## src/design/acc_dma_pkg.sv

```systemverilog
`default_nettype none

package acc_dma_pkg;

   localparam int beat_w = 64;
   localparam int word_w = 32;   // Even word in low half, odd word in high half
   localparam int addr_w = 16;
   localparam int be_w   = 4;

   // Size code for 32-bit elements
   localparam logic [2:0] dma_size_word = 3'd2;

   typedef enum logic [3:0] {
      PH_IDLE,
      PH_W_REQ,
      PH_W_LOAD,
      PH_A_REQ,
      PH_A_LOAD,
      PH_START,
      PH_COMPUTE,
      PH_WB_REQ,
      PH_WB_SEND,
      PH_DONE
   } dma_phase_t;

endpackage

`default_nettype wire

```

## src/design/dual_port_sram.sv

```systemverilog
`timescale 1ns/100ps
`default_nettype none

module dual_port_sram #(
   parameter int depth = 64
) (
   input  wire logic                             clk,
   input  wire logic [acc_dma_pkg::be_w-1:0]     be0,
   input  wire logic [acc_dma_pkg::addr_w-1:0]   addr0,
   input  wire logic [acc_dma_pkg::word_w-1:0]   wdata0,
   output logic      [acc_dma_pkg::word_w-1:0]   rdata0,
   input  wire logic [acc_dma_pkg::be_w-1:0]     be1,
   input  wire logic [acc_dma_pkg::addr_w-1:0]   addr1,
   input  wire logic [acc_dma_pkg::word_w-1:0]   wdata1,
   output logic      [acc_dma_pkg::word_w-1:0]   rdata1
);

   localparam int aw = $clog2(depth);

   logic [acc_dma_pkg::word_w-1:0] mem [depth];

   // Port 1 wins on a same-byte collision
   always_ff @(posedge clk)
   begin
      for (int b = 0; b < acc_dma_pkg::be_w; b++)
      begin
         if (be0[b])
            mem[addr0[aw-1:0]][8*b +: 8] <= wdata0[8*b +: 8];
         if (be1[b])
            mem[addr1[aw-1:0]][8*b +: 8] <= wdata1[8*b +: 8];
      end
   end

   ////////////////////////////////////////////////////
   // One-cycle registered read
   always_ff @(posedge clk)
   begin
      rdata0 <= mem[addr0[aw-1:0]];
      rdata1 <= mem[addr1[aw-1:0]];
   end

endmodule

`default_nettype wire

```

## config.mk

```make
export PLATFORM = sky130hd
export DESIGN_NAME = dual_port_sram
export DESIGN_NICKNAME = d
export VERILOG_FILES = /design/src/design/acc_dma_pkg.sv /design/src/design/dual_port_sram.sv
export SDC_FILE = /design/constraint.sdc
export NUM_CORES = 2
export LEC_CHECK = 0
export BUFFER_PORTS_ARGS = -buffer_cell sky130_fd_sc_hd__buf_4
export CAP_MARGIN = 10
export CELL_PAD_IN_SITES_DETAIL_PLACEMENT = 2
export CELL_PAD_IN_SITES_GLOBAL_PLACEMENT = 2
export CORE_MARGIN = 5
export CORE_UTILIZATION = 31
export DETAILED_ROUTE_END_ITERATION = 16
export PLACE_DENSITY_LB_ADDON = 0.1
export RECOVER_POWER = 50
export SKIP_CTS_REPAIR_TIMING = 1
export SLEW_MARGIN = 20
export SYNTH_ARGS = -nofsm -noshare
export SYNTH_HDL_FRONTEND = slang
export SYNTH_SLANG_ARGS = --single-unit
```

## constraint.sdc

```tcl
create_clock -name clk -period 5.2 [get_ports clk]
set_input_delay 1.56 -clock clk [delete_from_list [all_inputs] [get_ports clk]]
set_output_delay 1.56 -clock clk [all_outputs]
set_load 0.01 [all_outputs]
```

* Word-level counts from Yosys, hierarchy flattened *
Memory sizes are Yosys's and may differ from the RTL's. A register that Yosys moved wholly into a read port is not among the register bits.
Cells that the tools add are included.

storage, ports and cells
  register bits after elaboration = 0
  latch bits = 0
  bits in writable memories = 2,048
  bits in read-only memories = 0
  input bits = 105
  output and inout port bits = 64
  word-level logic and storage cells = 17
  memories kept = 1

operators by class
  add/sub/neg operators = 0
  $mul = 0
  divide/modulo/power cells = 0
  $lt $le $gt $ge = 0
  equal/unequal tests = 0
  shift operators = 0
  mux-type cells = 16
  bitwise logic cells = 0
  reduce and logical (&&, ||, !) cells = 0

memories
  name  depth  bits a word  rd ports  clocked after Yosys merged registers in  write ports  RTL line              RTL
  mem   64     32           2         2                                        2            dual_port_sram.sv:20  logic [acc_dma_pkg::word_w-1:0] mem [depth];

operators with widths
  kind               number
  two-way mux 1 bit  16

* Longest topological paths before layout *
  depth in word-level cells = 2
  gate-level depth with buffers = 11
  gate-level depth less buffers = 6

* Worst setup path before layout *
OpenSTA, ideal clock, no wires.

  kind = input port to flip-flop
  start point = input port addr0[5] (netlist bit)
  end point = memory mem[32][0] (netlist bit) (enable)
  setup time = 384 ps
  arrival time = 3,547 ps
  data required time = 4,816 ps
  path slack = 1,269 ps
  stages on the path = 6
  buffers on the path = 3
  cells stage by stage = clkbuf_1 > nor3b_1 > clkbuf_1 > buf_2 > nand2_1 > o21ai_0

RTL lines
  what                RTL line              RTL
  start: declaration  dual_port_sram.sv:9   input wire logic [acc_dma_pkg::addr_w-1:0] addr0,
  end: declaration    dual_port_sram.sv:20

==> run metrics <==
status complete, but fails checks; failing checks capacitance limit, slew limit; post-synthesis sequential area ratio 0.512; largest family of logic cells by synthesized area multiplexers; leading cell type in the layout, fill and taps excluded mux2_2; post-DR wirelength/cell 44.1 um; f_max 204 MHz; H-tree Lvls 5; fin cells 15,233; CTS buffer count 278; post-DP HPWL 435,000 um; 1st-iter DRT viols 11,089; clk_lat worst skew 0.93 ns; end of the worst hold path rdata1[24]; layout cells sized above 1 0.355; initial antenna violation count 65; Routed Antenna Nets 0; required time of the critical path 5.66 ns; Max rail drop VDD 0.000214 V; launch point of the worst reg-to-reg path mem[17][25]; Die Span X 639 um; via-per-instance ratio 6.54; Seq cells post-synth 2,112; Min-Delay Path Class flip-flop to flip-flop; Post-Synth Simple-Gate Area 0.0516; Mean Syn Cell Area 12.6 sq um; critical path class input port to flip-flop; Adder-Cell Fraction of Synth Area 0; crit end category flip-flop; max cap viols 7; pwr dens 321 nW/um^2; post-synthesis compound-gate area fraction 0.154; grt ovf 0; Worst Setup Start Kind input port; CP Max Fanout 28; Yosys cell types 63; Layout Nets 9,858; Post-Place Cells 14,715; first-pass GRT wire length 911,000 um; Starting Density 0.310; Worst Hold Depth 3; IO Pins 169; Die Ht 639 um; Layout fillers 40,458; Yosys Warn Count 0; Slew @ Worst Pin 2.11 ns; clock root cell clkbuf_16; worst reg2reg path depth 5; Final Cycle Share 0.942; R2R Setup Slk 2.39 ns; hold_sp mem[31][24]; Post-Synthesis Cell Area 123,000 sq um; Final Hold Fails 0; Residual DRC 0; mux cell area share after synthesis 0.240; # port buffers 148; Synth Instances 9,727; Layout area overhead 14.9%; fin util 0.357; clock sink total 2,112; Total GRT Usage 0.317; total die area 408,000 sq um; Routed WL 672,000 um; Top FF cell, synth edfxtp_1; RSZ-0062 raised after global routing false; drt pass-1 iters 6; Setup-failing EPs final 0; Pleak 45.2 nW; vias in the first global route 103,418; Max-slew headroom -0.407; row cnt 231; crit path DAT 5.36 ns; share of synthesized flip-flops with an asynchronous set or reset 0; Placer Congestion 0.891; largest net degree at the start of global routing 81; Final Power 45.2 mW; Final Skew 0.0332 ns; most frequent cells in the layout 2,171 x mux2_2, 2,048 x edfxtp_1, 1,230 x a221oi_1; CTS max path bufs 4; Post-synth EDFFs 2,048; TNS Setup 0 ns; vias post-DR 99,600; CTS clk-pin slew, worst paths 0.06 ns; core footprint 395,000 sq um; reg2reg end rdata1[25]; crit path time final 4.90 ns; Slew Viols, Final 68; XOR/XNOR share of the synthesized area 0; CTS tree built; Synthesized Nets 9,832
[registers in the layout, indices dropped and copies added, names as in the netlist]
signal	count
mem	2048
rdata1	32
rdata0	32
[metal layers]
layer	vias up	routed length, um	global-route usage
met5	-	71	0
met4	10	36300	0.148
met3	1245	44400	0.0469
met2	4626	312000	0.514
met1	54173	279000	0.417
li1	39546	-	-
[report_power, final]
| part | switching [mW] | internal [mW] |
|---|---|---|
| combinational | 4.25 | 1.97 |
| clock | 8.21 | 11.5 |
| sequential | 0.238 | 19.0 |
[cell families after synthesis]
group | after synthesis
AO/OA/AOI/OAI | 2512
multiplexers | 2557
AND/OR/NAND/NOR | 1317
buffers and inverters | 1229
flip-flops | 2112
[layout make-up]
type,instances,area [sq um],share of cell area
timing repair buffer,970,7860,0.0557
tap,5242,6560,0.0465
inverter,5,48.8,0.000346
clock buffer,359,7650,0.0543
clock inverter,137,1330,0.00946
multi-input combinational,6386,54600,0.388
antenna,22,55.1,0.000391
sequential,2112,62800,0.446
[how the worst max path moves through the flow]
stage,cells past startpoint,end,start,slack [ns]
floorplan,6,mem[32][0],addr0[5],1.27
global placement,8,mem[0][26],addr1[1],0.11
detailed placement,9,mem[0][29],addr1[1],0.26
CTS,9,mem[0][25],addr1[1],1.24
global route,6,mem[56][7],addr0[1],0.55
finish,6,mem[56][2],addr0[1],0.30
[critical path, cell delays in order]
cell and delay (ns):
buf_8 0.36, nor2_4 0.08, clkbuf_1 0.31, nand2_4 0.49
clkbuf_1 1.56, o22ai_1 0.87
[Yosys cell counts (38+ instances only)]
cell      number  share of area
dfxtp_1       64          0.010
a22o_1        40         0.0029
o22ai_1      243          0.012
buf_2        228         0.0093
a22oi_1      157         0.0096
a221o_1       63         0.0051
a21oi_1       83         0.0034
edfxtp_1    2048           0.50
a221oi_1    1230          0.088
nor2_1       627          0.019
buf_4         38         0.0023
nand2_1      243         0.0074
o21ai_0      538          0.022
mux4_2        89          0.016
clkbuf_1     793          0.024
mux2i_1      278          0.023
mux2_2      2176           0.20
buf_1        152         0.0047
nor2_2       124         0.0063
[through the flow]
step / area [sq um] / worst slack [ns] / hold WS [ns]
2_1_floorplan: 123000 / 1.27 / 0.561
3_3_place_gp: 133000 / 0.111 / 0.715
3_5_place_dp: 133000 / 0.257 / 0.749
4_1_cts: 142000 / 1.24 / 0.761
5_1_grt: 141000 / 0.554 / 0.804
6_report: 141000 / 0.302 / 0.768
(Power assumes the default switching activity.)
