## src/design/acc_dma_pkg.sv

```systemverilog
`default_nettype none

package acc_dma_pkg;

   localparam int beat_w = 64;
   localparam int word_w = 32;   // Even word in low half, odd word in high half
   localparam int addr_w = 16;
   localparam int be_w   = 4;

   // Size code for 32-bit elements
   localparam logic [2:0] dma_size_word = 3'd2;

   typedef enum logic [3:0] {
      PH_IDLE,
      PH_W_REQ,
      PH_W_LOAD,
      PH_A_REQ,
      PH_A_LOAD,
      PH_START,
      PH_COMPUTE,
      PH_WB_REQ,
      PH_WB_SEND,
      PH_DONE
   } dma_phase_t;

endpackage

`default_nettype wire

```

## src/design/writeback_streamer.sv

```systemverilog
`timescale 1ns/100ps
`default_nettype none

module writeback_streamer (
   input  wire logic                             clk,
   input  wire logic                             rst,
   input  wire acc_dma_pkg::dma_phase_t          phase,
   input  wire logic [acc_dma_pkg::word_w-1:0]   a_rdata0,
   input  wire logic [acc_dma_pkg::word_w-1:0]   a_rdata1,
   input  wire logic                             dma_write_chnl_ready,
   output logic                                  dma_write_chnl_valid,
   output logic      [acc_dma_pkg::beat_w-1:0]   dma_write_chnl_data,
   output logic                                  wb_accept
);

   logic                            held;
   logic [acc_dma_pkg::beat_w-1:0] beat_q;
   logic [acc_dma_pkg::beat_w-1:0] fresh_beat;

   assign fresh_beat = {a_rdata1, a_rdata0};   // Odd word high
   assign wb_accept  = dma_write_chnl_valid && dma_write_chnl_ready;

   // Later valid cycles replay the captured beat
   assign dma_write_chnl_data = held ? beat_q : fresh_beat;

   always_ff @(posedge clk or negedge rst)
   begin
      if (!rst)
      begin
         dma_write_chnl_valid <= 1'b0;
         held                 <= 1'b0;
      end
      else if (phase != acc_dma_pkg::PH_WB_SEND)
      begin
         dma_write_chnl_valid <= 1'b0;
         held                 <= 1'b0;
      end
      else
      begin
         dma_write_chnl_valid <= !wb_accept;   // One idle cycle per beat for the read
         held                 <= dma_write_chnl_valid && !wb_accept;
      end
   end

   always_ff @(posedge clk)
   begin
      if (dma_write_chnl_valid && !held)
         beat_q <= fresh_beat;
   end

endmodule

`default_nettype wire

```

## config.mk

```make
export PLATFORM = sky130hd
export DESIGN_NAME = writeback_streamer
export DESIGN_NICKNAME = d
export VERILOG_FILES = /design/src/design/acc_dma_pkg.sv /design/src/design/writeback_streamer.sv
export SDC_FILE = /design/constraint.sdc
export NUM_CORES = 1
export LEC_CHECK = 0
export BUFFER_PORTS_ARGS = -buffer_cell sky130_fd_sc_hd__buf_2
export CAP_MARGIN = 30
export CORE_ASPECT_RATIO = 0.5
export CORE_MARGIN = 1
export CORE_UTILIZATION = 40
export DETAILED_ROUTE_END_ITERATION = 7
export GPL_TIMING_DRIVEN = 0
export PLACE_DENSITY = 0.67
export REMOVE_ABC_BUFFERS = 1
export SKIP_LAST_GASP = 1
export SYNTH_ARGS = -nofsm -noshare
export SYNTH_HDL_FRONTEND = slang
export SYNTH_SLANG_ARGS = --single-unit
```

## constraint.sdc

```tcl
create_clock -name clk -period 5.45 [get_ports clk]
set_clock_uncertainty 0.05 [all_clocks]
set_input_delay 1.09 -clock clk [delete_from_list [all_inputs] [get_ports clk]]
set_output_delay 1.09 -clock clk [all_outputs]
set_load 0.01 [all_outputs]
```

== Yosys cells after proc, flatten, opt, wreduce, memory -nomap -nowiden ==
Index checks and enable logic that the tools add are counted.
Cells by class
  equality and inequality tests: 1
  mux-type cells: 3
  reduce and logical (&&, ||, !) cells: 5
Operator list (count)
  $mux 64: 1
  $ne 4x4->1 const B: 1
  $logic_and 1x1->1: 3
  $logic_not 1->1: 2
  $mux 1: 2
Word-level totals
  flip-flop bits (word level): 66
  input bits: 71
  output and inout bits: 66
  word-level logic and storage cells: 12

== Longest topological paths before layout ==
  depth in word-level cells: 4
  depth in mapped cells: 3
  mapped depth without buffers: 2

== Least setup slack after synthesis ==
No wires, ideal clock.
  path kind: register to register
  from: reg held
  to: reg beat_q[0] in the netlist's numbering, enable pin
  setup time: 0.494 ns
  arrival: 3.566 ns
  data required time: 4.906 ns
  slack: 1.340 ns
  cell stages (with the launch flop): 4
  period minus slack after synthesis: 4.110 ns
  path through: dfrtp_1 > buf_2 > buf_4 > nor2b_1
On the way
  longest elaborated chain between the ends: 2
Ends and longest elaborated chain
  start, declared: RTL line writeback_streamer.sv:16  | logic held;
  start signal, assigned: RTL line writeback_streamer.sv:41  | held <= dma_write_chnl_valid && !wb_accept;
  $logic_not 1->1: RTL line writeback_streamer.sv:47  | if (dma_write_chnl_valid && !held)
  $logic_and 1x1->1: RTL line writeback_streamer.sv:47
  end signal, assigned: RTL line writeback_streamer.sv:48  | beat_q <= fresh_beat;
  end, declared: RTL line writeback_streamer.sv:17  | logic [acc_dma_pkg::beat_w-1:0] beat_q;
No other way between the ends.
A chain may end at the register's enable or synchronous reset.

== Final worst setup path ==
  from: reg held
  to: out dma_write_chnl_data[21] in the netlist's numbering
On the way
  longest elaborated chain between the ends: 1
Ends and longest elaborated chain
  $mux 64: RTL line writeback_streamer.sv:24  | assign dma_write_chnl_data = held ? beat_q : fresh_beat;
  end, declared: RTL line writeback_streamer.sv:12  | output logic [acc_dma_pkg::beat_w-1:0] dma_write_chnl_data,
No other way between the ends.

==> run metrics <==
WL per Instance=14.37 um; fmax=321.1 MHz; Clock Pin Slew Worst Setup and Hold Paths=0.05 ns; cell breakdown of the critical path=buf_12, mux2_2, buf_2; Synth top area share=69.06%; pin count of the biggest net entering global routing=36; leakage=0.001557 uW; Area after DPL=3615 um^2; Sw Share=19.15%; CP startpoint kind=register; number of synthesized register bits=66; cell taking the most area after synthesis=edfxtp_1; worst skew pair latency=0.31 ns; NetSw=229.1 uW; final setup fails=0; Crit path max-delay family=flip-flops; row count=21; met3 usage=5.075%; Clk Tree Root Cell=clkbuf_16; P_int=967.3 uW; I/O Buffers=136; global route hottest layer=met2; largest cells by area after synthesis=edfxtp_1 69%, mux2_2 22%, mux2_1 4.0%, dfrtp_1 1.8%, buf_4 1.3%; Final ANT Viol Nets=0; DR vias/cell=4.604; Comb pwr share=8.3%; met2 Use GR=27.34%; first-pass GRT wire length=8.286 mm; starting density of the core=41.53%; WP data arrival=1.97 ns; outcome=completed; CP bufs+invs=2; TritonCTS Buffers=9; final hold vios=0; total negative setup slack=0 ns; crit-path max cell delay=0.83 ns; fin util=58.06%; starting DRC count in detailed routing=85; CORE AREA=6700 um^2; First-pass DRT Iterations=4; Antenna diodes=0; # hold bufs at CTS=0; vias=1754; Final min period=3.114 ns; H-tree depth=3; PwrDens=307.6 nW/um^2; Die Ht=60.98 um; Clock Path Buffers=2; Max Fanout on Critical Path=35; Clk pwr share=44.0%; routability cong.=0.6812; sequential cell area fraction in the yosys report=70.86%; Post-CTS Setup Bufs=0; Slowest cell on crit path=dfrtp_2; placed instance count=366; # Max-Cap Violations=0; Crit Path Category=reg2out; initial antenna violation count=0; vias in the first global route=1671; final period utilization=57.14%; DRC=0; layout cell share with drive strength beyond 1=71.97%; RSZ-0062 raised after global routing=no; non-filler instance count after layout=381; final net count=356; Die Wd=120.0 um; total grt overflow=0; Fin Hold WS=0.5014 ns; average size of a mapped cell=19.60 um^2; Netlist cell types=11; Syn Inst Count=142; GRT Total Usage=15.35%; final slew viol count=0; Syn. warnings=0; CTS tree=done; DRT Wirelength=5.476 mm; Slew @ Worst Pin=0.7253 ns; Post-Syn Area=2783 um^2; IO Pins=137; Max-slew headroom=51.65%; die area=7314 um^2; Flop pwr share=47.7%; Max VDD drop=167.8 uV; Hold Path Class=in2async; DP HPWL=4.130 mm; Area growth syn-to-layout=39.79%; Crit. End Element=primary output; met1 GRT Util=17.95%; CTS sink cnt=66; post-layout instance area=3890 um^2; post-cts resize count=0; Critical Path RT=4.31 ns
==> layer usage <==
layer | part of all wire [%] | vias to the layer above | wire (um)
met2 | 55 | 44 | 3014
li1 | - | 852 | -
met5 | 0 | - | 0
met4 | 0.93 | 0 | 51
met3 | 3.7 | 4 | 202
met1 | 40 | 854 | 2207
==> cells in the mapped netlist <==
library cell   n
and2_1         1
buf_2          2
nor2b_1        1
or4b_4         1
nor2_1         1
nor3b_2        1
edfxtp_1      64
mux2_1        10
buf_4          5
mux2_2        54
dfrtp_1        2
==> worst reg2reg max path, stage by stage, from the launching register on <==
cell and delay (ns):
dfrtp_2 0.66, nor2b_4 0.66, buf_16 0.25, buf_16 0.19
==> metrics by stage <==
stage / worst slack (ns) / power, uW
after floorplan: 0.6711 / 622.4
after global placement: -0.7719 / 676.7
after detailed placement: 2.653 / 681.3
after CTS: 2.309 / 1213
after global routing: 2.227 / 1244
final: 2.336 / 1196
==> worst paths after layout <==
| check | cells past startpoint | slack [ns] | from | end |
|---|---|---|---|---|
| max in group asynchronous | 1 | 4.74 | rst | held$_DFF_PN0_ |
| worst min-delay path | 1 | 0.50 | rst | held$_DFF_PN0_ |
| worst min register to register | 1 | 0.53 | dma_write_chnl_valid$_DFF_PN0_ | held$_DFF_PN0_ |
| worst max-delay path | 3 | 2.34 | held$_DFF_PN0_ | dma_write_chnl_data[21] |
| worst max register to register | 3 | 3.33 | held$_DFF_PN0_ | beat_q[38]$_DFFE_PP_ |
| min in group clk | 1 | 0.53 | dma_write_chnl_valid$_DFF_PN0_ | held$_DFF_PN0_ |
==> power groups by stage <==
stage	Combinational, uW	Sequential, uW	Clock (uW)
6_report	99.7	571	526
5_1_grt	110	571	564
2_1_floorplan	41.6	581	0
3_5_place_dp	101	580	0
3_3_place_gp	94.9	582	0
4_1_cts	101	570	542
==> placed cells by master (no fill, tap or decap) <==
cell type	n
clkbuf_1	1
buf_2	136
edfxtp_1	64
mux2_1	10
clkinv_1	3
and2_1	1
buf_16	2
clkinv_2	1
nor2_1	1
mux2_2	54
dfrtp_1	1
nor3b_2	1
buf_12	1
nor2b_4	1
clkbuf_16	9
dfrtp_2	1
bufinv_16	1
or4b_4	1
==> flip-flops by register name, indices dropped and copies added (netlist names) <==
name                  flops
beat_q                   64
dma_write_chnl_valid      1
held                      1
==> logic make-up (layout without fill, tap and decap cells) <==
family                 after synthesis  in the layout  share of synthesized area [%]
AND/OR/NAND/NOR                      5              5                          1.529
multiplexers                        64             64                          25.90
flip-flops                          66             66                          70.86
buffers and inverters                7            154                          1.709
==> cell type report <==
| class | count | area, um^2 |
|---|---|---|
| sequential | 66 | 1973 |
| clock buffer | 10 | 229.0 |
| clock inverter | 5 | 46.29 |
| tap | 92 | 115.1 |
| multi-input combinational | 69 | 770.7 |
| timing repair buffer | 139 | 755.7 |
| fill | 568 | 2810 |
No activity file was read; power rests on OpenSTA's default activity.
