### src/design/acc_dma_pkg.sv
`default_nettype none

package acc_dma_pkg;

   localparam int beat_w = 64;
   localparam int word_w = 32;   // Even word in low half, odd word in high half
   localparam int addr_w = 16;
   localparam int be_w   = 4;

   // Size code for 32-bit elements
   localparam logic [2:0] dma_size_word = 3'd2;

   typedef enum logic [3:0] {
      PH_IDLE,
      PH_W_REQ,
      PH_W_LOAD,
      PH_A_REQ,
      PH_A_LOAD,
      PH_START,
      PH_COMPUTE,
      PH_WB_REQ,
      PH_WB_SEND,
      PH_DONE
   } dma_phase_t;

endpackage

`default_nettype wire

### src/design/dma_phase_fsm.sv
`timescale 1ns/100ps
`default_nettype none

module dma_phase_fsm #(
   parameter int w_index  = 0,
   parameter int w_beats  = 16,
   parameter int a_index  = 1000,
   parameter int a_beats  = 8,
   parameter int wb_index = 1008,
   parameter int wb_beats = 6
) (
   input  wire logic               clk,
   input  wire logic               rst,
   input  wire logic               conf_done,
   input  wire logic               dma_read_ctrl_ready,
   input  wire logic               dma_write_ctrl_ready,
   input  wire logic               load_last,
   input  wire logic               send_last,
   input  wire logic               compute_finish,
   output acc_dma_pkg::dma_phase_t phase,
   output logic                    dma_read_ctrl_valid,
   output logic [31:0]             dma_read_ctrl_data_index,
   output logic [31:0]             dma_read_ctrl_data_length,
   output logic [2:0]              dma_read_ctrl_data_size,
   output logic                    dma_write_ctrl_valid,
   output logic [31:0]             dma_write_ctrl_data_index,
   output logic [31:0]             dma_write_ctrl_data_length,
   output logic [2:0]              dma_write_ctrl_data_size,
   output logic                    dma_read_chnl_ready,
   output logic                    compute_start,
   output logic                    acc_done
);

   acc_dma_pkg::dma_phase_t phase_n;

   always_ff @(posedge clk or negedge rst)
   begin
      if (!rst)
      begin
         phase         <= acc_dma_pkg::PH_IDLE;
         compute_start <= 1'b0;
      end
      else
      begin
         phase         <= phase_n;
         compute_start <= (phase == acc_dma_pkg::PH_START);  // Lands in first compute cycle
      end
   end

   always_comb
   begin
      phase_n = phase;
      case (phase)
         acc_dma_pkg::PH_IDLE:    if (conf_done) phase_n = acc_dma_pkg::PH_W_REQ;
         acc_dma_pkg::PH_W_REQ:   if (dma_read_ctrl_ready) phase_n = acc_dma_pkg::PH_W_LOAD;
         acc_dma_pkg::PH_W_LOAD:  if (load_last) phase_n = acc_dma_pkg::PH_A_REQ;
         acc_dma_pkg::PH_A_REQ:   if (dma_read_ctrl_ready) phase_n = acc_dma_pkg::PH_A_LOAD;
         acc_dma_pkg::PH_A_LOAD:  if (load_last) phase_n = acc_dma_pkg::PH_START;
         acc_dma_pkg::PH_START:   phase_n = acc_dma_pkg::PH_COMPUTE;
         acc_dma_pkg::PH_COMPUTE: if (compute_finish) phase_n = acc_dma_pkg::PH_WB_REQ;
         acc_dma_pkg::PH_WB_REQ:  if (dma_write_ctrl_ready) phase_n = acc_dma_pkg::PH_WB_SEND;
         acc_dma_pkg::PH_WB_SEND: if (send_last) phase_n = acc_dma_pkg::PH_DONE;
         default:                 phase_n = acc_dma_pkg::PH_IDLE;
      endcase
   end

   //////////////////////////////////////////////////
   // Control requests held by the phase until ready
   always_comb
   begin
      dma_read_ctrl_valid       = 1'b0;
      dma_read_ctrl_data_index  = '0;
      dma_read_ctrl_data_length = '0;
      dma_read_ctrl_data_size   = '0;
      if (phase == acc_dma_pkg::PH_W_REQ)
      begin
         dma_read_ctrl_valid       = 1'b1;
         dma_read_ctrl_data_index  = 32'(w_index);
         dma_read_ctrl_data_length = 32'(2 * w_beats);   // Length in words
         dma_read_ctrl_data_size   = acc_dma_pkg::dma_size_word;
      end
      else if (phase == acc_dma_pkg::PH_A_REQ)
      begin
         dma_read_ctrl_valid       = 1'b1;
         dma_read_ctrl_data_index  = 32'(a_index);
         dma_read_ctrl_data_length = 32'(2 * a_beats);
         dma_read_ctrl_data_size   = acc_dma_pkg::dma_size_word;
      end
   end

   always_comb
   begin
      dma_write_ctrl_valid       = (phase == acc_dma_pkg::PH_WB_REQ);
      dma_write_ctrl_data_index  = '0;
      dma_write_ctrl_data_length = '0;
      dma_write_ctrl_data_size   = '0;
      if (dma_write_ctrl_valid)
      begin
         dma_write_ctrl_data_index  = 32'(wb_index);
         dma_write_ctrl_data_length = 32'(2 * wb_beats);
         dma_write_ctrl_data_size   = acc_dma_pkg::dma_size_word;
      end
   end

   assign dma_read_chnl_ready = (phase == acc_dma_pkg::PH_W_LOAD) ||
                                (phase == acc_dma_pkg::PH_A_LOAD);
   assign acc_done            = (phase == acc_dma_pkg::PH_DONE);

endmodule

`default_nettype wire

### config.mk
export PLATFORM = sky130hd
export DESIGN_NAME = dma_phase_fsm
export DESIGN_NICKNAME = d
export VERILOG_FILES = /design/src/design/acc_dma_pkg.sv /design/src/design/dma_phase_fsm.sv
export SDC_FILE = /design/constraint.sdc
export NUM_CORES = 1
export LEC_CHECK = 0
export ABC_AREA = 1
export BUFFER_PORTS_ARGS = -buffer_cell sky130_fd_sc_hd__buf_2
export CAP_MARGIN = 5
export CORE_MARGIN = 5
export CORE_UTILIZATION = 38
export DETAILED_ROUTE_END_ITERATION = 8
export PLACE_DENSITY_LB_ADDON = 0.08
export SKIP_CTS_REPAIR_TIMING = 1
export SLEW_MARGIN = 20
export SYNTH_ARGS = -nofsm -noshare
export SYNTH_HDL_FRONTEND = slang
export SYNTH_SLANG_ARGS = --single-unit
### constraint.sdc
create_clock -name clk -period 3.9 [get_ports clk]
set_clock_uncertainty 0.1 [all_clocks]
set_input_delay 0.78 -clock clk [delete_from_list [all_inputs] [get_ports clk]]
set_output_delay 0.78 -clock clk [all_outputs]
set_load 0.05 [all_outputs]
== After elaboration in Yosys (flattened, before gate mapping) ==
Cells that the tools add are included.
W data, S select, Z words.

* Bits of input ports: 8
* Register bits: 5
* Output and inout port bits: 143
* Logic and storage cells: 42

* Equality and inequality tests: 17
* Reduce and logical (&&, ||, !) cells: 3
* Multiplexer cells: 20

{| class="wikitable"
|+ Operators by type and width
! cell !! count
|-
| $mux W4 || 9
|-
| $pmux W4 S9 || 1
|-
| $mux W10 || 3
|-
| $eq A4 B3 Y1 const B || 4
|-
| $ne A2 B2 Y1 const B || 8
|-
| $eq A4 B2 Y1 const B || 2
|-
| $eq A4 B4 Y1 const B || 2
|-
| $reduce_and A8 Y1 || 1
|-
| $mux W2 || 3
|-
| $mux W6 || 1
|-
| $mux W5 || 1
|-
| $eq A4 B1 Y1 const B || 1
|-
| $logic_not A4 Y1 || 1
|-
| $mux W1 || 2
|-
| $logic_or A1 B1 Y1 || 1
|}

== Longest topological paths before layout ==
* Depth after elaboration: 3
* Gate-level depth with buffers: 8
* Gate-level depth less buffers: 8

== Worst setup path before layout ==
Ideal clock, no wire load.

* Path kind: register to output
* Start point: register phase[0]
* End point: output dma_read_ctrl_data_index[5]
* Stages on the path, launching flop included: 4
* Data required time: 3.020 ns
* Path buffers: 1
* Path slack: 0.870 ns
* Data arrival time: 2.150 ns
* Cell sequence: dfrtp_1 -> nand2_1 -> nor2_1 -> buf_4

* Word-level cells in the longest chain between the ends: 3
* Elaborated cells between the ends (all ways): 4
* Classes of those cells: eq/ne (2); mux (2)

{| class="wikitable"
|+ Ends and longest elaborated chain
! item !! line !! source
|-
| start, declared || dma_phase_fsm.sv:20 || <nowiki>output acc_dma_pkg::dma_phase_t phase,</nowiki>
|-
| start signal, assigned || dma_phase_fsm.sv:40 || <nowiki>phase <= acc_dma_pkg::PH_IDLE;</nowiki>
|-
| start signal, assigned || dma_phase_fsm.sv:45 || <nowiki>phase <= phase_n;</nowiki>
|-
| $eq A4 B2 Y1 || dma_phase_fsm.sv:82 || <nowiki>else if (phase == acc_dma_pkg::PH_A_REQ)</nowiki>
|-
| $mux W10 || dma_phase_fsm.sv:82 ||
|-
| $mux W10 * || dma_phase_fsm.sv:75 || <nowiki>if (phase == acc_dma_pkg::PH_W_REQ)</nowiki>
|-
| end, declared || dma_phase_fsm.sv:22 || <nowiki>output logic [31:0] dma_read_ctrl_data_index,</nowiki>
|}

Mark *: on every way between the ends. The rest lies on a longest branch, timed or not.

== Worst setup path after layout ==
* Start point: register phase[2]
* End point: output dma_read_ctrl_data_length[4]

* Word-level cells in the longest chain between the ends: 3
* Elaborated cells between the ends (all ways): 4
* Classes of those cells: eq/ne (2); mux (2)

{| class="wikitable"
|+ Ends and longest elaborated chain
! item !! line !! source
|-
| $eq A4 B2 Y1 || dma_phase_fsm.sv:82 ||
|-
| $mux W5 || dma_phase_fsm.sv:82 ||
|-
| $mux W6 * || dma_phase_fsm.sv:75 ||
|-
| end, declared || dma_phase_fsm.sv:23 || <nowiki>output logic [31:0] dma_read_ctrl_data_length,</nowiki>
|}

Marked as above.

==> out/results.txt <==
status: finished clean
r2r setup slk: 2.44 ns
RSZ-0062 raised after global routing: no
number of port buffers: 34
area leader, netlist: buf_4
Multi-input gate area: 655.6 µm²
most frequent cells in the layout: conb_1, buf_2, nand2_1
register area share after synthesis: 0.09083
Setup WS pre-CTS: 1.662 ns
fin worst setup slack: 1.453 ns
H-tree levels: 1
drc violations: 0
TritonRoute pass-1 iters: 4
IO Pins: 151
CTS tree: yes
sw frac: 0.7705
Pwr Total: 1.150 mW
P_int: 0.2640 mW
largest net degree at the start of global routing: 11
antenna violations before repair: 0
Die ar.: 4929 µm²
WP buf/inv: 2
Total Wirelength: 2.372 mm
worst hold-check path type: input port to asynchronous set/reset pin
Worst path slowest cell: dfrtp_1
TritonCTS Buffers: 3
crit path capture type: primary output
Vias/cell: 3.149
share of cells above drive strength 1: 0.2186
min cycle time layout: 2.447 ns
core area: 3416 µm²
Final ANT Viol Nets: 0
diode count: 0
Detailed Place HPWL: 2.200 mm
most common cell after layout, fill and taps aside: conb_1
max-slew violation count: 0
flops & latches, synth: 5
Clock Tree Buf Depth: 2
CP max stage delay: 0.44 ns
Final GP Congestion: 0.7791
startpoint types: flip-flop
critical path type: flip-flop to primary output
Leakage: 0.7888 nW
Initial Util: 0.4033
later-pin clock latency in the skew report: 0.24 ns
critical-path cell list: inv_2 -> nand2_1 -> nor2_1 -> buf_2
Final Hold Vio Count: 0
post-layout util: 0.3139
first-pass GRT wire length: 3.325 mm
drt wl/cell: 9.088 µm
total congestion overflow: 0
Psw: 0.8862 mW
register area: 125.1 µm²
Max-Cap Viols: 0
Seq pwr share: 0.099
DR iter-0 viols: 22
Area contributors post-synth: buf_4, dfrtp_1, nand2_1
Nets: 224
Yosys warnings: 0
Pwr Density: 1073 nW/µm²
distinct cell type count after synthesis: 16
Gate power share: 0.849
worst endpoint data arrival time: 1.57 ns
Die W: 70.21 µm
Max Clk Rate: 0.4086 GHz
number of global-route vias before repair: 717
Syn Inst Count: 194
TNS Setup: 0 ns
Setup violations, final: 0
CP max FO: 7
Cell Area, Synth: 1378 µm²
Crit path required time: 3.02 ns
Clock Sinks: 5
die height: 70.21 µm
Syn Area/Cell: 7.101 µm²
Fill cells: 406
family with the most delay on the worst path: buffers and inverters
Clk pwr share: 0.052
Area growth, synth to finish: -22.16%
Root Driver: clkbuf_4
GRT Util Overall: 0.08262
vias post-DR: 822
VDD IR-drop max: 0.0004652 V
final worst path period share: 0.6275
num rows: 21
clock slew at reported path FFs: 0.04 ns
top-area cell type share of the netlist area: 0.7193
==> routing by layer <==
metal / part of all wire / global-route usage / up-vias
li1: - / - / 386
met1: 0.35 / 0.09169 / 347
met2: 0.49 / 0.1501 / 87
met3: 0.16 / 0.02009 / 2
met4: 0.0080 / 0.03191 / 0
met5: 0 / 0 / -
==> cells in the mapped netlist (all sizes together) <==
| library cell | count |
|---|---|
| nor2 | 10 |
| buf | 132 |
| a22o | 1 |
| a21oi | 2 |
| nand2 | 18 |
| nand3 | 9 |
| conb | 1 |
| dfrtp | 5 |
| nand3b | 1 |
| o21ai | 1 |
| nor3 | 4 |
| inv | 10 |
==> final cells by class <==
type	count	area share
Tap cell	46	0.05368
Sequential cell	5	0.1167
Timing Repair Buffer	34	0.1587
Multi-Input combinational cell	162	0.6114
Inverter	10	0.03501
Clock buffer	4	0.02450
==> logic make-up (layout without fill, tap and decap cells) <==
| logic type | after synthesis | count (layout) | share of synthesized area |
|---|---|---|---|
| AOI/OAI and AO/OA | 4 | 4 | 0.01816 |
| buffers and inverters | 142 | 48 | 0.7466 |
| DFF | 5 | 5 | 0.09083 |
| other | 1 | 116 | 0.002722 |
| and+or+nand+nor | 42 | 42 | 0.1417 |
==> power groups by stage <==
stage          Sequential, mW  Combinational (mW)  Clock (mW)
6_report                0.113               0.977      0.0598
5_1_grt                 0.120                1.04      0.0680
4_1_cts                 0.114               0.985      0.0627
3_5_place_dp            0.115               0.982           0
3_3_place_gp            0.115               0.992           0
2_1_floorplan           0.187               0.918           0
==> sequential cells by signal (all words and copies together) (netlist names) <==
name / cells
phase: 4
compute_start: 1
==> final timing paths <==
kind,startpoint,endpoint,cells past startpoint
hold reg to reg,phase[1]$_DFFE_PN0P_,phase[1]$_DFFE_PN0P_,2
hold / removal,rst,compute_start$_DFF_PN0_,1
max in group asynchronous,rst,phase[3]$_DFFE_PN0P_,1
min in group clk,phase[1]$_DFFE_PN0P_,phase[1]$_DFFE_PN0P_,2
setup reg to reg,phase[0]$_DFFE_PN0P_,phase[2]$_DFFE_PN0P_,8
setup / recovery,phase[2]$_DFFE_PN0P_,dma_read_ctrl_data_length[4],4
==> stage by stage <==
step | instances | hold slack [ns] | area, µm²
floorplan | 309 | 0.3844 | 1809
global placement | 257 | 0.4715 | 1046
detailed placement | 257 | 0.4637 | 1046
CTS | 261 | 0.2403 | 1072
global route | 261 | 0.2329 | 1072
finish | 261 | 0.2430 | 1072
(Power assumes the default switching activity.)
