File: config.mk
export PLATFORM = sky130hd
export DESIGN_NAME = buffer_access_ctrl
export DESIGN_NICKNAME = d
export VERILOG_FILES = /design/src/design/acc_dma_pkg.sv /design/src/design/buffer_access_ctrl.sv
export SDC_FILE = /design/constraint.sdc
export NUM_CORES = 1
export LEC_CHECK = 0
export BUFFER_PORTS_ARGS = -buffer_cell sky130_fd_sc_hd__buf_2
export CAP_MARGIN = 30
export CORE_AREA = 5 5 160 162
export CTS_BUF_LIST = sky130_fd_sc_hd__clkbuf_4
export DETAILED_ROUTE_END_ITERATION = 16
export DIE_AREA = 0 0 165 167
export PLACE_DENSITY_LB_ADDON = 0.3
export RECOVER_POWER = 100
export SETUP_SLACK_MARGIN = 0.5
export SYNTH_ARGS = -nofsm -noshare
export SYNTH_HDL_FRONTEND = slang
export SYNTH_SLANG_ARGS = --single-unit
File: constraint.sdc
create_clock -name clk -period 3.4 [get_ports clk]
set_input_delay 0 -clock clk [delete_from_list [all_inputs] [get_ports clk]]
set_output_delay 0 -clock clk [all_outputs]
set_load 0.1 [all_outputs]
File: src/design/acc_dma_pkg.sv
`default_nettype none

package acc_dma_pkg;

   localparam int beat_w = 64;
   localparam int word_w = 32;   // Even word in low half, odd word in high half
   localparam int addr_w = 16;
   localparam int be_w   = 4;

   // Size code for 32-bit elements
   localparam logic [2:0] dma_size_word = 3'd2;

   typedef enum logic [3:0] {
      PH_IDLE,
      PH_W_REQ,
      PH_W_LOAD,
      PH_A_REQ,
      PH_A_LOAD,
      PH_START,
      PH_COMPUTE,
      PH_WB_REQ,
      PH_WB_SEND,
      PH_DONE
   } dma_phase_t;

endpackage

`default_nettype wire

File: src/design/buffer_access_ctrl.sv
`timescale 1ns/100ps
`default_nettype none

module buffer_access_ctrl #(
   parameter int w_beats  = 16,
   parameter int a_beats  = 8,
   parameter int wb_beats = 6
) (
   input  wire logic                             clk,
   input  wire logic                             rst,
   input  wire acc_dma_pkg::dma_phase_t          phase,
   input  wire logic                             dma_read_chnl_valid,
   input  wire logic                             dma_read_chnl_ready,
   input  wire logic [acc_dma_pkg::beat_w-1:0]   dma_read_chnl_data,
   input  wire logic                             wb_accept,
   input  wire logic [acc_dma_pkg::addr_w-1:0]   eng_w_addr0,
   input  wire logic [acc_dma_pkg::addr_w-1:0]   eng_w_addr1,
   input  wire logic [acc_dma_pkg::addr_w-1:0]   eng_a_addr0,
   input  wire logic [acc_dma_pkg::addr_w-1:0]   eng_a_addr1,
   input  wire logic [acc_dma_pkg::be_w-1:0]     eng_a_we0,
   input  wire logic [acc_dma_pkg::be_w-1:0]     eng_a_we1,
   input  wire logic [acc_dma_pkg::word_w-1:0]   eng_a_wdata0,
   input  wire logic [acc_dma_pkg::word_w-1:0]   eng_a_wdata1,
   output logic      [acc_dma_pkg::addr_w-1:0]   w_addr0,
   output logic      [acc_dma_pkg::addr_w-1:0]   w_addr1,
   output logic      [acc_dma_pkg::be_w-1:0]     w_be0,
   output logic      [acc_dma_pkg::be_w-1:0]     w_be1,
   output logic      [acc_dma_pkg::word_w-1:0]   w_wdata0,
   output logic      [acc_dma_pkg::word_w-1:0]   w_wdata1,
   output logic      [acc_dma_pkg::addr_w-1:0]   a_addr0,
   output logic      [acc_dma_pkg::addr_w-1:0]   a_addr1,
   output logic      [acc_dma_pkg::be_w-1:0]     a_be0,
   output logic      [acc_dma_pkg::be_w-1:0]     a_be1,
   output logic      [acc_dma_pkg::word_w-1:0]   a_wdata0,
   output logic      [acc_dma_pkg::word_w-1:0]   a_wdata1,
   output logic                                  load_last,
   output logic                                  send_last
);

   localparam int aw = acc_dma_pkg::addr_w;
   localparam int ww = acc_dma_pkg::word_w;

   // Word address of the last beat of each transfer
   localparam logic [aw-1:0] w_last  = aw'(2 * (w_beats - 1));
   localparam logic [aw-1:0] a_last  = aw'(2 * (a_beats - 1));
   localparam logic [aw-1:0] wb_last = aw'(2 * (a_beats + wb_beats - 1));  // After inputs

   logic [aw-1:0] w_ptr;
   logic [aw-1:0] a_ptr;
   logic          w_fire;
   logic          a_fire;

   assign w_fire = dma_read_chnl_valid && dma_read_chnl_ready &&
                   (phase == acc_dma_pkg::PH_W_LOAD);
   assign a_fire = dma_read_chnl_valid && dma_read_chnl_ready &&
                   (phase == acc_dma_pkg::PH_A_LOAD);

   always_ff @(posedge clk or negedge rst)
   begin
      if (!rst)
      begin
         w_ptr <= '0;
         a_ptr <= '0;
      end
      else if (phase == acc_dma_pkg::PH_IDLE)
      begin
         w_ptr <= '0;
         a_ptr <= '0;
      end
      else
      begin
         if (w_fire)
            w_ptr <= w_ptr + aw'(2);
         if (a_fire || wb_accept)
            a_ptr <= a_ptr + aw'(2);   // Runs on into write-back
      end
   end

   assign load_last = (w_fire && (w_ptr == w_last)) || (a_fire && (a_ptr == a_last));
   assign send_last = wb_accept && (a_ptr == wb_last);

   //////////////////////////////////////////////////
   // Engine owns both RAMs in compute
   always_comb
   begin
      w_addr0  = w_ptr;
      w_addr1  = w_ptr + 1'b1;
      w_be0    = {acc_dma_pkg::be_w{w_fire}};
      w_be1    = {acc_dma_pkg::be_w{w_fire}};
      w_wdata0 = dma_read_chnl_data[ww-1:0];
      w_wdata1 = dma_read_chnl_data[2*ww-1:ww];
      a_addr0  = a_ptr;
      a_addr1  = a_ptr + 1'b1;
      a_be0    = {acc_dma_pkg::be_w{a_fire}};
      a_be1    = {acc_dma_pkg::be_w{a_fire}};
      a_wdata0 = dma_read_chnl_data[ww-1:0];
      a_wdata1 = dma_read_chnl_data[2*ww-1:ww];
      if (phase == acc_dma_pkg::PH_COMPUTE)
      begin
         w_addr0  = eng_w_addr0;   // Read only for the engine
         w_addr1  = eng_w_addr1;
         a_addr0  = eng_a_addr0;
         a_addr1  = eng_a_addr1;
         a_be0    = eng_a_we0;
         a_be1    = eng_a_we1;
         a_wdata0 = eng_a_wdata0;
         a_wdata1 = eng_a_wdata1;
      end
   end

endmodule

`default_nettype wire

Word level (Yosys, flattened, before mapping)
Index checks and enable logic that the tools add are counted.
{"block": "totals", "register_bits": 32, "output_inout_bits": 210}
{"block": "op_classes", "n_addsub": 4, "n_eq_ne": 6, "muxes": 12, "n_reduce_logical": 11}
{"cell": "two-way mux 16 bit", "n": 8}
{"cell": "two-way mux 32 bit", "n": 2}
{"cell": "adder 16 x 1 -> 16 bit, second input constant", "n": 2}
{"cell": "adder 16 x 2 -> 16 bit, second input constant", "n": 2}
{"cell": "equality test 16 x 5 -> 1 bit, second input constant", "n": 2}
{"cell": "equality test 16 x 4 -> 1 bit, second input constant", "n": 1}
{"cell": "equality test 4 x 3 -> 1 bit, second input constant", "n": 2}
{"cell": "two-way mux 4 bit", "n": 2}
{"cell": "logical AND 1 bit", "n": 6}
{"cell": "equality test 4 x 2 -> 1 bit, second input constant", "n": 1}
{"cell": "logical NOT 4 bit", "n": 1}
{"cell": "nonzero test 2 bit", "n": 2}
{"cell": "logical OR 1 bit", "n": 2}

Logic depth before layout (Yosys ltp)
Gate-level depths: netlist of the first run.
{"block": "depth", "word_depth": 5, "ltp_mapped": 7, "mapped_depth_nobuf": 5}

Least setup slack after synthesis of the first run
Ideal clock, no wire load.
{"block": "synth_timing", "path_type": "flip-flop to output port", "startpoint": "register w_ptr[8]", "endpoint": "output port load_last", "arrival_ps": 2379, "slack_ps": 1021, "stages_incl_launch_ff": 3, "path_buffers": 0, "cell_sequence": "dfrtp_1 or4_1 o22ai_1"}
{"block": "synth_between", "elab_chain_cells": 3}
{"element": "start: declaration", "line_no": "buffer_access_ctrl.sv:48", "source": "logic [aw-1:0] w_ptr;"}
{"element": "start signal: assignment", "line_no": "buffer_access_ctrl.sv:73", "source": "w_ptr <= w_ptr + aw'(2);"}
{"element": "equality test 16 x 5 -> 1 bit", "line_no": "buffer_access_ctrl.sv:79", "source": "assign load_last = (w_fire && (w_ptr == w_last)) || (a_fire && (a_ptr == a_last));"}
{"element": "logical AND 1 bit", "line_no": "buffer_access_ctrl.sv:79"}
{"element": "logical OR 1 bit", "line_no": "buffer_access_ctrl.sv:79"}
{"element": "end: declaration", "line_no": "buffer_access_ctrl.sv:36", "source": "output logic load_last,"}
No other way between the ends.

Worst setup path after layout of the first run
{"block": "layout_timing", "startpoint": "input port phase[1]", "endpoint": "register w_ptr[8]"}
{"block": "layout_between", "elab_chain_cells": 3, "word_cells_on_any_way": 5, "classes_between": "eq/ne: 1; mux: 1; reduce/logical: 3"}
{"element": "start: declaration", "line_no": "buffer_access_ctrl.sv:11", "source": "input wire acc_dma_pkg::dma_phase_t phase,"}
{"element": "equality test 4 x 2 -> 1 bit", "line_no": "buffer_access_ctrl.sv:54", "source": "(phase == acc_dma_pkg::PH_W_LOAD);"}
{"element": "logical AND 1 bit", "line_no": "buffer_access_ctrl.sv:53", "source": "assign w_fire = dma_read_chnl_valid && dma_read_chnl_ready &&"}
{"element": "nonzero test 2 bit (no source line)"}
Parallel ways exist; a longest one is shown, timed or not.
A chain may end at the register's enable or synchronous reset.

==> results.ini, run 1 <==
[timing]
hold_violations = 0
timing.slew.headroom_pct = -69.4
final_min_period_over_clock_period_pct = 76.0
final-setup-viol-count = 0
setup_tns_ns = 0
finalMaxSlewViolations = 47
max_clock_freq_mhz = 387
setup_slack_ns = 0.818
setup_skew_after_layout_ns = 0.00858
worstMarginPinSlew_ns = 2.52
min_cycle_time_layout_ns = 2.58
grt_setup_unrepaired = no

[clock_network]
cts_tree = yes
clk_path_buf_depth = 2
clock_insertion_delay_worst_skew_ns = 0.34
cts_root_buffer = clkbuf_4
postCtsSetupBuffers = 0
htreeDepth = 2
cts-buffers-inserted = 5
path_clk_slew_ns = 0.10
tritoncts_num_sinks = 30

[critical_path]
r2r-start = w_ptr[1]
timing.critical_path.to_type = flop
critical_path.startpoint_type = primary input
setup.worst_path.end = w_ptr[8]
timing.setup.critical_path_class = primary input to flop
worstRegToRegCells = 5
r2r_setup_slack_ns = 1.47
worst_r2r_endpoint = w_ptr[13]
crit_start = phase[1]
critPathArrivalTime_ns = 2.79
timing.critical_path.required_ns = 3.61
path_max_fanout = 15

[grt]
grt_pass1_vias = 5103
grt_max_degree = 78
grt_antenna_before_repair = 8
grt.busiest_layer = met2
use_met3_pct = 2.97
grt_first_pass_wirelength_um = 31900
global_route.usage.total_pct = 15.0
grtUsageMet2_pct = 26.4
globalRouteOverflowTotal = 0
global_route.usage.met1_pct = 18.2

[layout]
stdcell_area_um2 = 5590
num-nets-final = 1174
layout.core_utilization_pct = 23.3
area_of_the_multi_input_gates_um2 = 2320
layout.cells.most_common = nand2_1
ff_latch_area_um2 = 751
fill_cells = 2882
layout.cells.most_common_list = nand2_1 (356), buf_2 (325), clkbuf_1 (92)
final_layout_size_suffix_gt1_share_pct = 36.4
layout-area-overhead-vs-synth_pct = 47.3

[worst_hold_path]
hold_path_class = primary input to flop
worst_hold_startpoint = wb_accept

[pwr]
total_design_power_mw = 2.55
power.internal_mw = 0.737
static-leakage-power_nw = 3.34
power_frac_clock_pct = 8.2
power.switching_fraction_pct = 71.0
power.net_switching_mw = 1.81
comb_power_share_pct = 73.1
max-vdd-ir-drop_uv = 326
part_of_the_total_power_dissipated_in_sequential_elements_pct = 18.7
ratio_of_total_power_to_cell_area_nw_per_um2 = 455

[logic_synthesis]
ys_dominant_reg_cell = dfrtp_1
synth-edff-count = 0
synth_cells = 637
synthArstFlopShare_pct = 100
syn-mean-instance-area_um2 = 5.96
syn_area_um2 = 3800
yosys_register_bits = 30
synth_fp_nets = 848
synth_cell_types = 52
seq_area_frac_synth_pct = 19.8
yosysWarnings = 0

[floorplanning]
die_h_um = 167
floorplan.initialDensity_pct = 15.8
floorplan.io_pins = 419
floorplan.rows = 57
fp.dieW_um = 165
core-area_um2 = 24000
fp.dieArea_um2 = 27600

[routing]
vias = 5391
final_antenna_net_count = 0
route.detailed.wl_per_inst_um = 17.7
drt_wl_total_um = 22800
drc_errors = 0
drtIter0Drc = 355
via_per_inst = 4.17
first_pass_iters = 6

[run]
max-cap-violations = 2

[placed_design]
io_buffers = 418
place_worst_setup_slack_ns = 1.27
globalplace.congestion = 0.884
placed_cell_area_um2 = 5660
dp_hpwl_um = 19400

[outcome]
violations = capacitance limit, slew limit
outcome = finished, violations left

[routing by layer]
metal / wire length [um] / vias to the layer above
met4: 395 / 0
met5: 0 / -
met3: 1780 / 23
li1: - / 2650
met1: 9080 / 2498
met2: 11600 / 220
[sequential cells by signal, indices dropped and copies added, names as in the netlist]
signal  cells
a_ptr      15
w_ptr      15
[cells in the mapped netlist (4+ instances only)]
| master | instances | share of area (%) |
|---|---|---|
| xor2_1 | 5 | 1.2 |
| or4_1 | 11 | 2.2 |
| clkbuf_1 | 13 | 1.3 |
| o21ai_0 | 8 | 1.1 |
| nand2_1 | 357 | 35 |
| o31ai_1 | 7 | 1.4 |
| inv_1 | 4 | 0.40 |
| nand4_1 | 5 | 0.82 |
| nor4_1 | 5 | 0.82 |
| nand3_1 | 13 | 1.7 |
| a21oi_1 | 15 | 2.0 |
| nor2_1 | 9 | 0.89 |
| dfrtp_1 | 30 | 20 |
| buf_2 | 18 | 2.4 |
| a21o_1 | 8 | 1.6 |
| or3_1 | 5 | 0.82 |
| buf_4 | 72 | 14 |
[kinds of logic after synthesis]
group | count (synthesis) | synth area share (%)
AOI/OAI and AO/OA | 50 | 8.57
DFF | 30 | 19.8
and+or+nand+nor | 436 | 49.8
buffers and inverters | 110 | 19.0
muxes | 2 | 0.527
xor gates and xnor gates | 7 | 1.61
adders and majority gates | 2 | 0.659
[worst max-delay path, cell delays in order]
cell	delay, ns
buf_2	0.13
nor4_1	1.99
buf_4	0.46
or2_2	0.14
o41ai_1	0.06
[cell type report]
type	count	area share [%]
multi-input cells	497	41.4
repair buffers	425	36.5
flip-flops and latches	30	13.4
well taps	324	7.25
clock buffers	5	0.671
inverters	4	0.268
diodes	5	0.224
clock inverters	3	0.201
[how the worst min path moves through the flow]
stage / end / slack [ns] / cells after the start
after floorplan: a_ptr[10] / -0.30 / 0
after global placement: a_ptr[12] / 0.12 / 1
after detailed placement: a_ptr[13] / 0.12 / 1
after CTS: a_ptr[2] / 0.03 / 3
after global routing: a_ptr[2] / 0.04 / 3
final: a_ptr[2] / 0.04 / 3
[per-stage QoR]
step | instances | hold slack [ns]
finish | 1293 | 0.0449
global route | 1293 | 0.0390
CTS | 1288 | 0.0301
detailed placement | 1279 | 0.116
global placement | 1279 | 0.121
floorplan | 637 | -0.296
[power by group through the flow]
stage / sequential, mW / combinational [mW] / clock (mW)
finish: 0.476 / 1.86 / 0.209
CTS: 0.480 / 1.89 / 0.212
floorplan: 0.439 / 1.55 / 0
global placement: 0.487 / 1.89 / 0
detailed placement: 0.486 / 1.89 / 0
global route: 0.489 / 1.94 / 0.227
[timing repair]
item / 4_1_cts / 5_1_grt
setup endpoints to repair: 0 / 0
resized for setup: 0 / 0
hold buffers: 1 / 0
hold endpoints to repair: 30 / 0
(Power assumes the default switching activity.)
==> run 2, diff against run 1 <==
--- a/config.mk
+++ b/config.mk
@@ -5,6 +5,7 @@
 export SDC_FILE = /design/constraint.sdc
 export NUM_CORES = 1
 export LEC_CHECK = 0
+export ABC_AREA = 1
 export BUFFER_PORTS_ARGS = -buffer_cell sky130_fd_sc_hd__buf_2
 export CAP_MARGIN = 30
 export CORE_AREA = 5 5 160 162
==> constraint.sdc (replaced) <==
create_clock -name clk -period 2.4 [get_ports clk]
set_input_delay 0 -clock clk [delete_from_list [all_inputs] [get_ports clk]]
set_output_delay 0 -clock clk [all_outputs]
set_load 0.1 [all_outputs]
==> results.ini, run 2 <==
[floorplanning]
core-area_um2 = 24000
floorplan.io_pins = 419
die_h_um = 167
fp.dieArea_um2 = 27600
fp.dieW_um = 165
floorplan.rows = 57
floorplan.initialDensity_pct = 16.4

[logic_synthesis]
syn_area_um2 = 3930
yosysWarnings = 0
synth-edff-count = 0
seq_area_frac_synth_pct = 19.1
syn-mean-instance-area_um2 = 5.32
synthDominantCellAreaShare_pct = 40.5
synthArstFlopShare_pct = 100
library_cell_occupying_the_most_area_in_the_post_synthesis_netlist = nand2_1
yosys_register_bits = 30
synth_cells = 738
synthMostInstantiatedCell = nand2_1
synth_cell_types = 22
ys_dominant_reg_cell = dfrtp_1
synth.area.top_cells = nand2_1 (41%), dfrtp_1 (19%), buf_4 (16%), nor2_1 (5.6%), nand3_1 (3.7%)
synthTopCellsByCount = nand2_1 (424), buf_4 (82), nor2_1 (59), inv_1 (31), dfrtp_1 (30)
synth_fp_nets = 949

[routing]
wl_met2_um = 11700
vias = 5514
via_per_inst = 3.96
topRoutingLayerUsed = met4
drc_errors = 0
route.detailed.wl_per_inst_um = 16.8
detailroute.wirelength.met3_um = 1660
route.layer.met1.wl_um = 9650
drtIter0Drc = 356
first_pass_iters = 4
drt_wl_total_um = 23400
final_antenna_net_count = 0

[pwr]
ratio_of_total_power_to_cell_area_nw_per_um2 = 602
comb_power_share_pct = 75.9
total_design_power_mw = 3.88
power_frac_clock_pct = 8.0
max-vdd-ir-drop_uv = 260
power.internal_mw = 1.34
static-leakage-power_nw = 3.84
power.switching_fraction_pct = 65.5
power.net_switching_mw = 2.54
part_of_the_total_power_dissipated_in_sequential_elements_pct = 16.1

[layout]
num-nets-final = 1277
stdcell_area_um2 = 6440
layout.cells.most_common_list = nand2_1 (425), buf_2 (208), clkbuf_1 (105)
layout-area-overhead-vs-synth_pct = 64.0
fill_cells = 2799
layout.cells.most_common = nand2_1
final_layout_size_suffix_gt1_share_pct = 31.1
reg_top3 = a_ptr (15), w_ptr (15)

[critical_path]
critPathArrivalTime_ns = 2.01
worstRegToRegCells = 8
timing.setup.critical_path_class = flop to output pin
path_max_fanout = 8
timing.critical_path.to_type = output pin
critical_path.startpoint_type = flop
timing.critical_path.required_ns = 2.40

[grt]
grt_first_pass_wirelength_um = 32800
grt_pass1_vias = 5121
global_route.usage.total_pct = 15.4
globalRouteOverflowTotal = 0
grt_antenna_before_repair = 1
grt_max_degree = 77

[clock_network]
cts_root_buffer = clkbuf_4
tritoncts_num_sinks = 30
htreeDepth = 2
cts_tree = yes
cts-buffers-inserted = 5
clk_path_buf_depth = 2
clock_insertion_delay_worst_skew_ns = 0.33
path_clk_slew_ns = 0.10

[worst_hold_path]
hold_path_class = primary input to flop
hold_critical_path_depth = 4

[placed_design]
globalplace.congestion = 0.914
dp_hpwl_um = 20100
io_buffers = 418
placed_cell_area_um2 = 6920

[timing]
finalMaxSlewViolations = 0
timing.slew.headroom_pct = 9.35
final_min_period_over_clock_period_pct = 83.9
grt_setup_unrepaired = no
setup_skew_after_layout_ns = 0.00594
hold_violations = 0
final-setup-viol-count = 0
min_cycle_time_layout_ns = 2.01
worstMarginPinSlew_ns = 1.37
fin_hold_ws_ns = 0.0149
setup_tns_ns = 0
max_clock_freq_mhz = 497

[outcome]
outcome = completed

[run]
max-cap-violations = 0

-- run 2: stage by stage --
stage	std cells	setup slack [ns]	util [%]
after floorplan	738	0.665	-
after global placement	1382	0.743	28.9
after detailed placement	1382	0.735	28.9
after CTS	1391	0.532	29.2
after global routing	1392	0.256	26.9
final	1393	0.387	26.9
-- run 2: worst paths after layout --
check | from | end | slack [ns]
setup / recovery | w_ptr[7] | w_addr0[7] | 0.39
hold / removal | wb_accept | a_ptr[9] | 0.01
setup reg to reg | w_ptr[2] | w_ptr[15] | 0.68
hold reg to reg | w_ptr[2] | w_ptr[2] | 0.57
max in group asynchronous | rst | a_ptr[3] | 1.66
min in group asynchronous | rst | a_ptr[2] | 0.24
-- run 2: power by group through the flow --
stage	clock network [mW]	logic [mW]	registers, mW
3_5_place_dp	0	3.08	0.637
3_3_place_gp	0	3.08	0.638
5_1_grt	0.345	3.06	0.637
4_1_cts	0.319	3.09	0.626
2_1_floorplan	0	2.16	0.605
6_report	0.310	2.94	0.626
-- run 2: worst max-delay path, stage by stage (launching register included) --
cell and delay [ns]:
dfrtp_1 0.53, nand2_1 0.16, nand2_1 0.10, clkbuf_1 0.89
-- run 2: per-layer routing --
layer,global-route usage [%],up-vias
met5,0,-
met3,2.74,20
met2,27.2,196
li1,-,2838
met4,2.82,0
met1,19.6,2460
-- run 2: logic make-up after synthesis --
kind of cell	share of synthesized area [%]
AO/OA/AOI/OAI	3.44
adder cells (fa/ha/maj)	0.637
buffers and inverters	21.4
flip-flops	19.1
AND/OR/NAND/NOR	55.4
-- run 2: layout make-up --
type,count,area (um^2),area share (%)
Tap cell,324,405,6.29
Clock buffer,6,45.0,0.699
Timing Repair Buffer,425,2760,42.9
Sequential cell,30,753,11.7
Clock inverter,2,8.76,0.136
Antenna cell,2,5.00,0.0777
Inverter,32,123,1.90
Multi-Input combinational cell,572,2340,36.3
-- run 2: what timing repair did --
action	in CTS	in global routing
resized for setup	2	4
buffers inserted	0	0
hold endpoints to repair	30	0
gates cloned	0	0
setup endpoints to repair	1	2
hold buffers	1	0
==> run 3, diff against run 2 <==
==> constraint.sdc (replaced) <==
create_clock -name clk -period 1.9 [get_ports clk]
set_input_delay 0 -clock clk [delete_from_list [all_inputs] [get_ports clk]]
set_output_delay 0 -clock clk [all_outputs]
set_load 0.1 [all_outputs]
==> results.ini, run 3 (synthesis gave the netlist of run 2 again) <==
[clock_network]
cts_root_buffer = clkbuf_4
cts_tree = yes
tritoncts_num_sinks = 30
clk_path_buf_depth = 2
htreeDepth = 2
path_clk_slew_ns = 0.10
clock_insertion_delay_worst_skew_ns = 0.35
cts-buffers-inserted = 5

[pwr]
ratio_of_total_power_to_cell_area_nw_per_um2 = 736
power.net_switching_mw = 3.26
part_of_the_total_power_dissipated_in_sequential_elements_pct = 15.6
power.internal_mw = 1.63
power_frac_clock_pct = 8.1
power.switching_fraction_pct = 66.7
max-vdd-ir-drop_uv = 306
static-leakage-power_nw = 3.95
comb_power_share_pct = 76.3

[timing]
final_min_period_over_clock_period_pct = 86.7
min_cycle_time_layout_ns = 1.65
timing.slew.headroom_pct = 11.6
grt_setup_unrepaired = yes
setup_skew_after_layout_ns = 0.00269
hold_violations = 0
setup_tns_ns = 0
max_clock_freq_mhz = 607
final-setup-viol-count = 0
finalMaxSlewViolations = 0
worstMarginPinSlew_ns = 1.33

[critical_path]
timing.critical_path.to_type = output pin
timing.setup.critical_path_class = primary input to output pin
critical_path.startpoint_type = primary input
timing.critical_path.required_ns = 1.90
critPathArrivalTime_ns = 1.65
path_max_fanout = 56

[grt]
grt_max_degree = 77
grt.busiest_layer = met2
globalRouteOverflowTotal = 0
global_route.usage.met1_pct = 18.7
grtUsageMet2_pct = 28.9
use_met3_pct = 3.04
grt_antenna_before_repair = 2
global_route.usage.total_pct = 15.7
grt_pass1_vias = 5530
grt_first_pass_wirelength_um = 33700

[layout]
layout.cells.most_common_list = nand2_1 (411), buf_2 (207), clkbuf_1 (75)
final_layout_size_suffix_gt1_share_pct = 39.7
diodes = 0
fill_cells = 2847
reg_top3 = a_ptr (15), w_ptr (15)
stdcell_area_um2 = 6650
layout-area-overhead-vs-synth_pct = 69.3
num-nets-final = 1306
layout.cells.most_common = nand2_1

[routing]
final_antenna_net_count = 0
vias = 5768
via_per_inst = 4.06
drtIter0Drc = 299
drt_wl_total_um = 24000
route.detailed.wl_per_inst_um = 16.9
first_pass_iters = 4
drc_errors = 0

[run]
max-cap-violations = 0

[floorplanning]
core-area_um2 = 24000
floorplan.initialDensity_pct = 16.4
floorplan.rows = 57
fp.dieW_um = 165
die_h_um = 167
floorplan.io_pins = 419
fp.dieArea_um2 = 27600

[placed_design]
dp_hpwl_um = 19800
io_buffers = 418
globalplace.congestion = 0.931
placed_cell_area_um2 = 7820

[outcome]
outcome = completed

[worst_hold_path]
hold_path_class = primary input to flop

## run 3: cell types whose count changed in the layout (fill, tap and decap cells not counted), moves of 14 or more
| cell | delta |
|---|---|
| buf_12 | -18 |
| buf_4 | +22 |
| clkbuf_1 | -30 |
| clkbuf_2 | +14 |
| clkbuf_4 | +44 |
| nand2_1 | -14 |
## run 3: power groups by stage
stage,Combinational [mW],Sequential [mW],Clock [mW]
floorplan,2.73,0.764,0
global placement,4.18,0.780,0
detailed placement,4.19,0.784,0
CTS,4.32,0.755,0.413
global route,3.89,0.772,0.430
finish,3.73,0.761,0.397
## run 3: metal layers
layer / wire length (um) / vias up
li1: - / 2893
met1: 9730 / 2657
met2: 12500 / 193
met3: 1480 / 21
met4: 284 / 4
met5: 25 / -
## run 3: timing repair
item,4_1_cts,5_1_grt
setup buffers,20,7
resized for setup,22,43
setup endpoints to repair,8,25
endpoints found under the hold margin,31,0
pin swaps,8,18
hold buffers,2,0
## run 3: worst max-delay path: stages
cell      delay [ns]
buf_2           0.12
nor2_4          0.15
nand2_4         0.11
inv_4           0.08
clkbuf_4        0.56
nand2_1         0.10
nand2_1         0.08
buf_2           0.43
## run 3: through the flow
| step | cells | setup slack (ns) | utilization (%) | hold WS [ns] | power [mW] |
|---|---|---|---|---|---|
| floorplan | 738 | 0.165 | - | -0.296 | 3.50 |
| global placement | 1383 | 0.489 | 32.6 | 0.102 | 4.96 |
| detailed placement | 1383 | 0.497 | 32.6 | 0.106 | 4.97 |
| CTS | 1413 | 0.320 | 33.8 | 0.164 | 5.49 |
| global route | 1420 | 0.140 | 27.7 | 0.213 | 5.09 |
| finish | 1420 | 0.252 | 27.7 | 0.180 | 4.89 |
## run 3: cell type report
type	count	area (um^2)	share of cell area [%]
repair buffers	454	2820	42.4
multi-input cells	572	2490	37.4
flip-flops and latches	30	758	11.4
well taps	324	405	6.10
inverters	32	123	1.84
clock buffers	6	45.0	0.677
clock inverters	2	8.76	0.132
## run 3: final timing paths
path	from	to	slack (ns)	depth (start not counted)
min	phase[2]	w_ptr[2]	0.18	5
max reg2reg	w_ptr[2]	w_ptr[13]	0.35	9
max	phase[0]	w_addr1[5]	0.25	8
max in group asynchronous	rst	a_ptr[9]	1.08	2
min reg2reg	a_ptr[15]	a_ptr[15]	0.60	2
min in group asynchronous	rst	w_ptr[9]	0.27	2
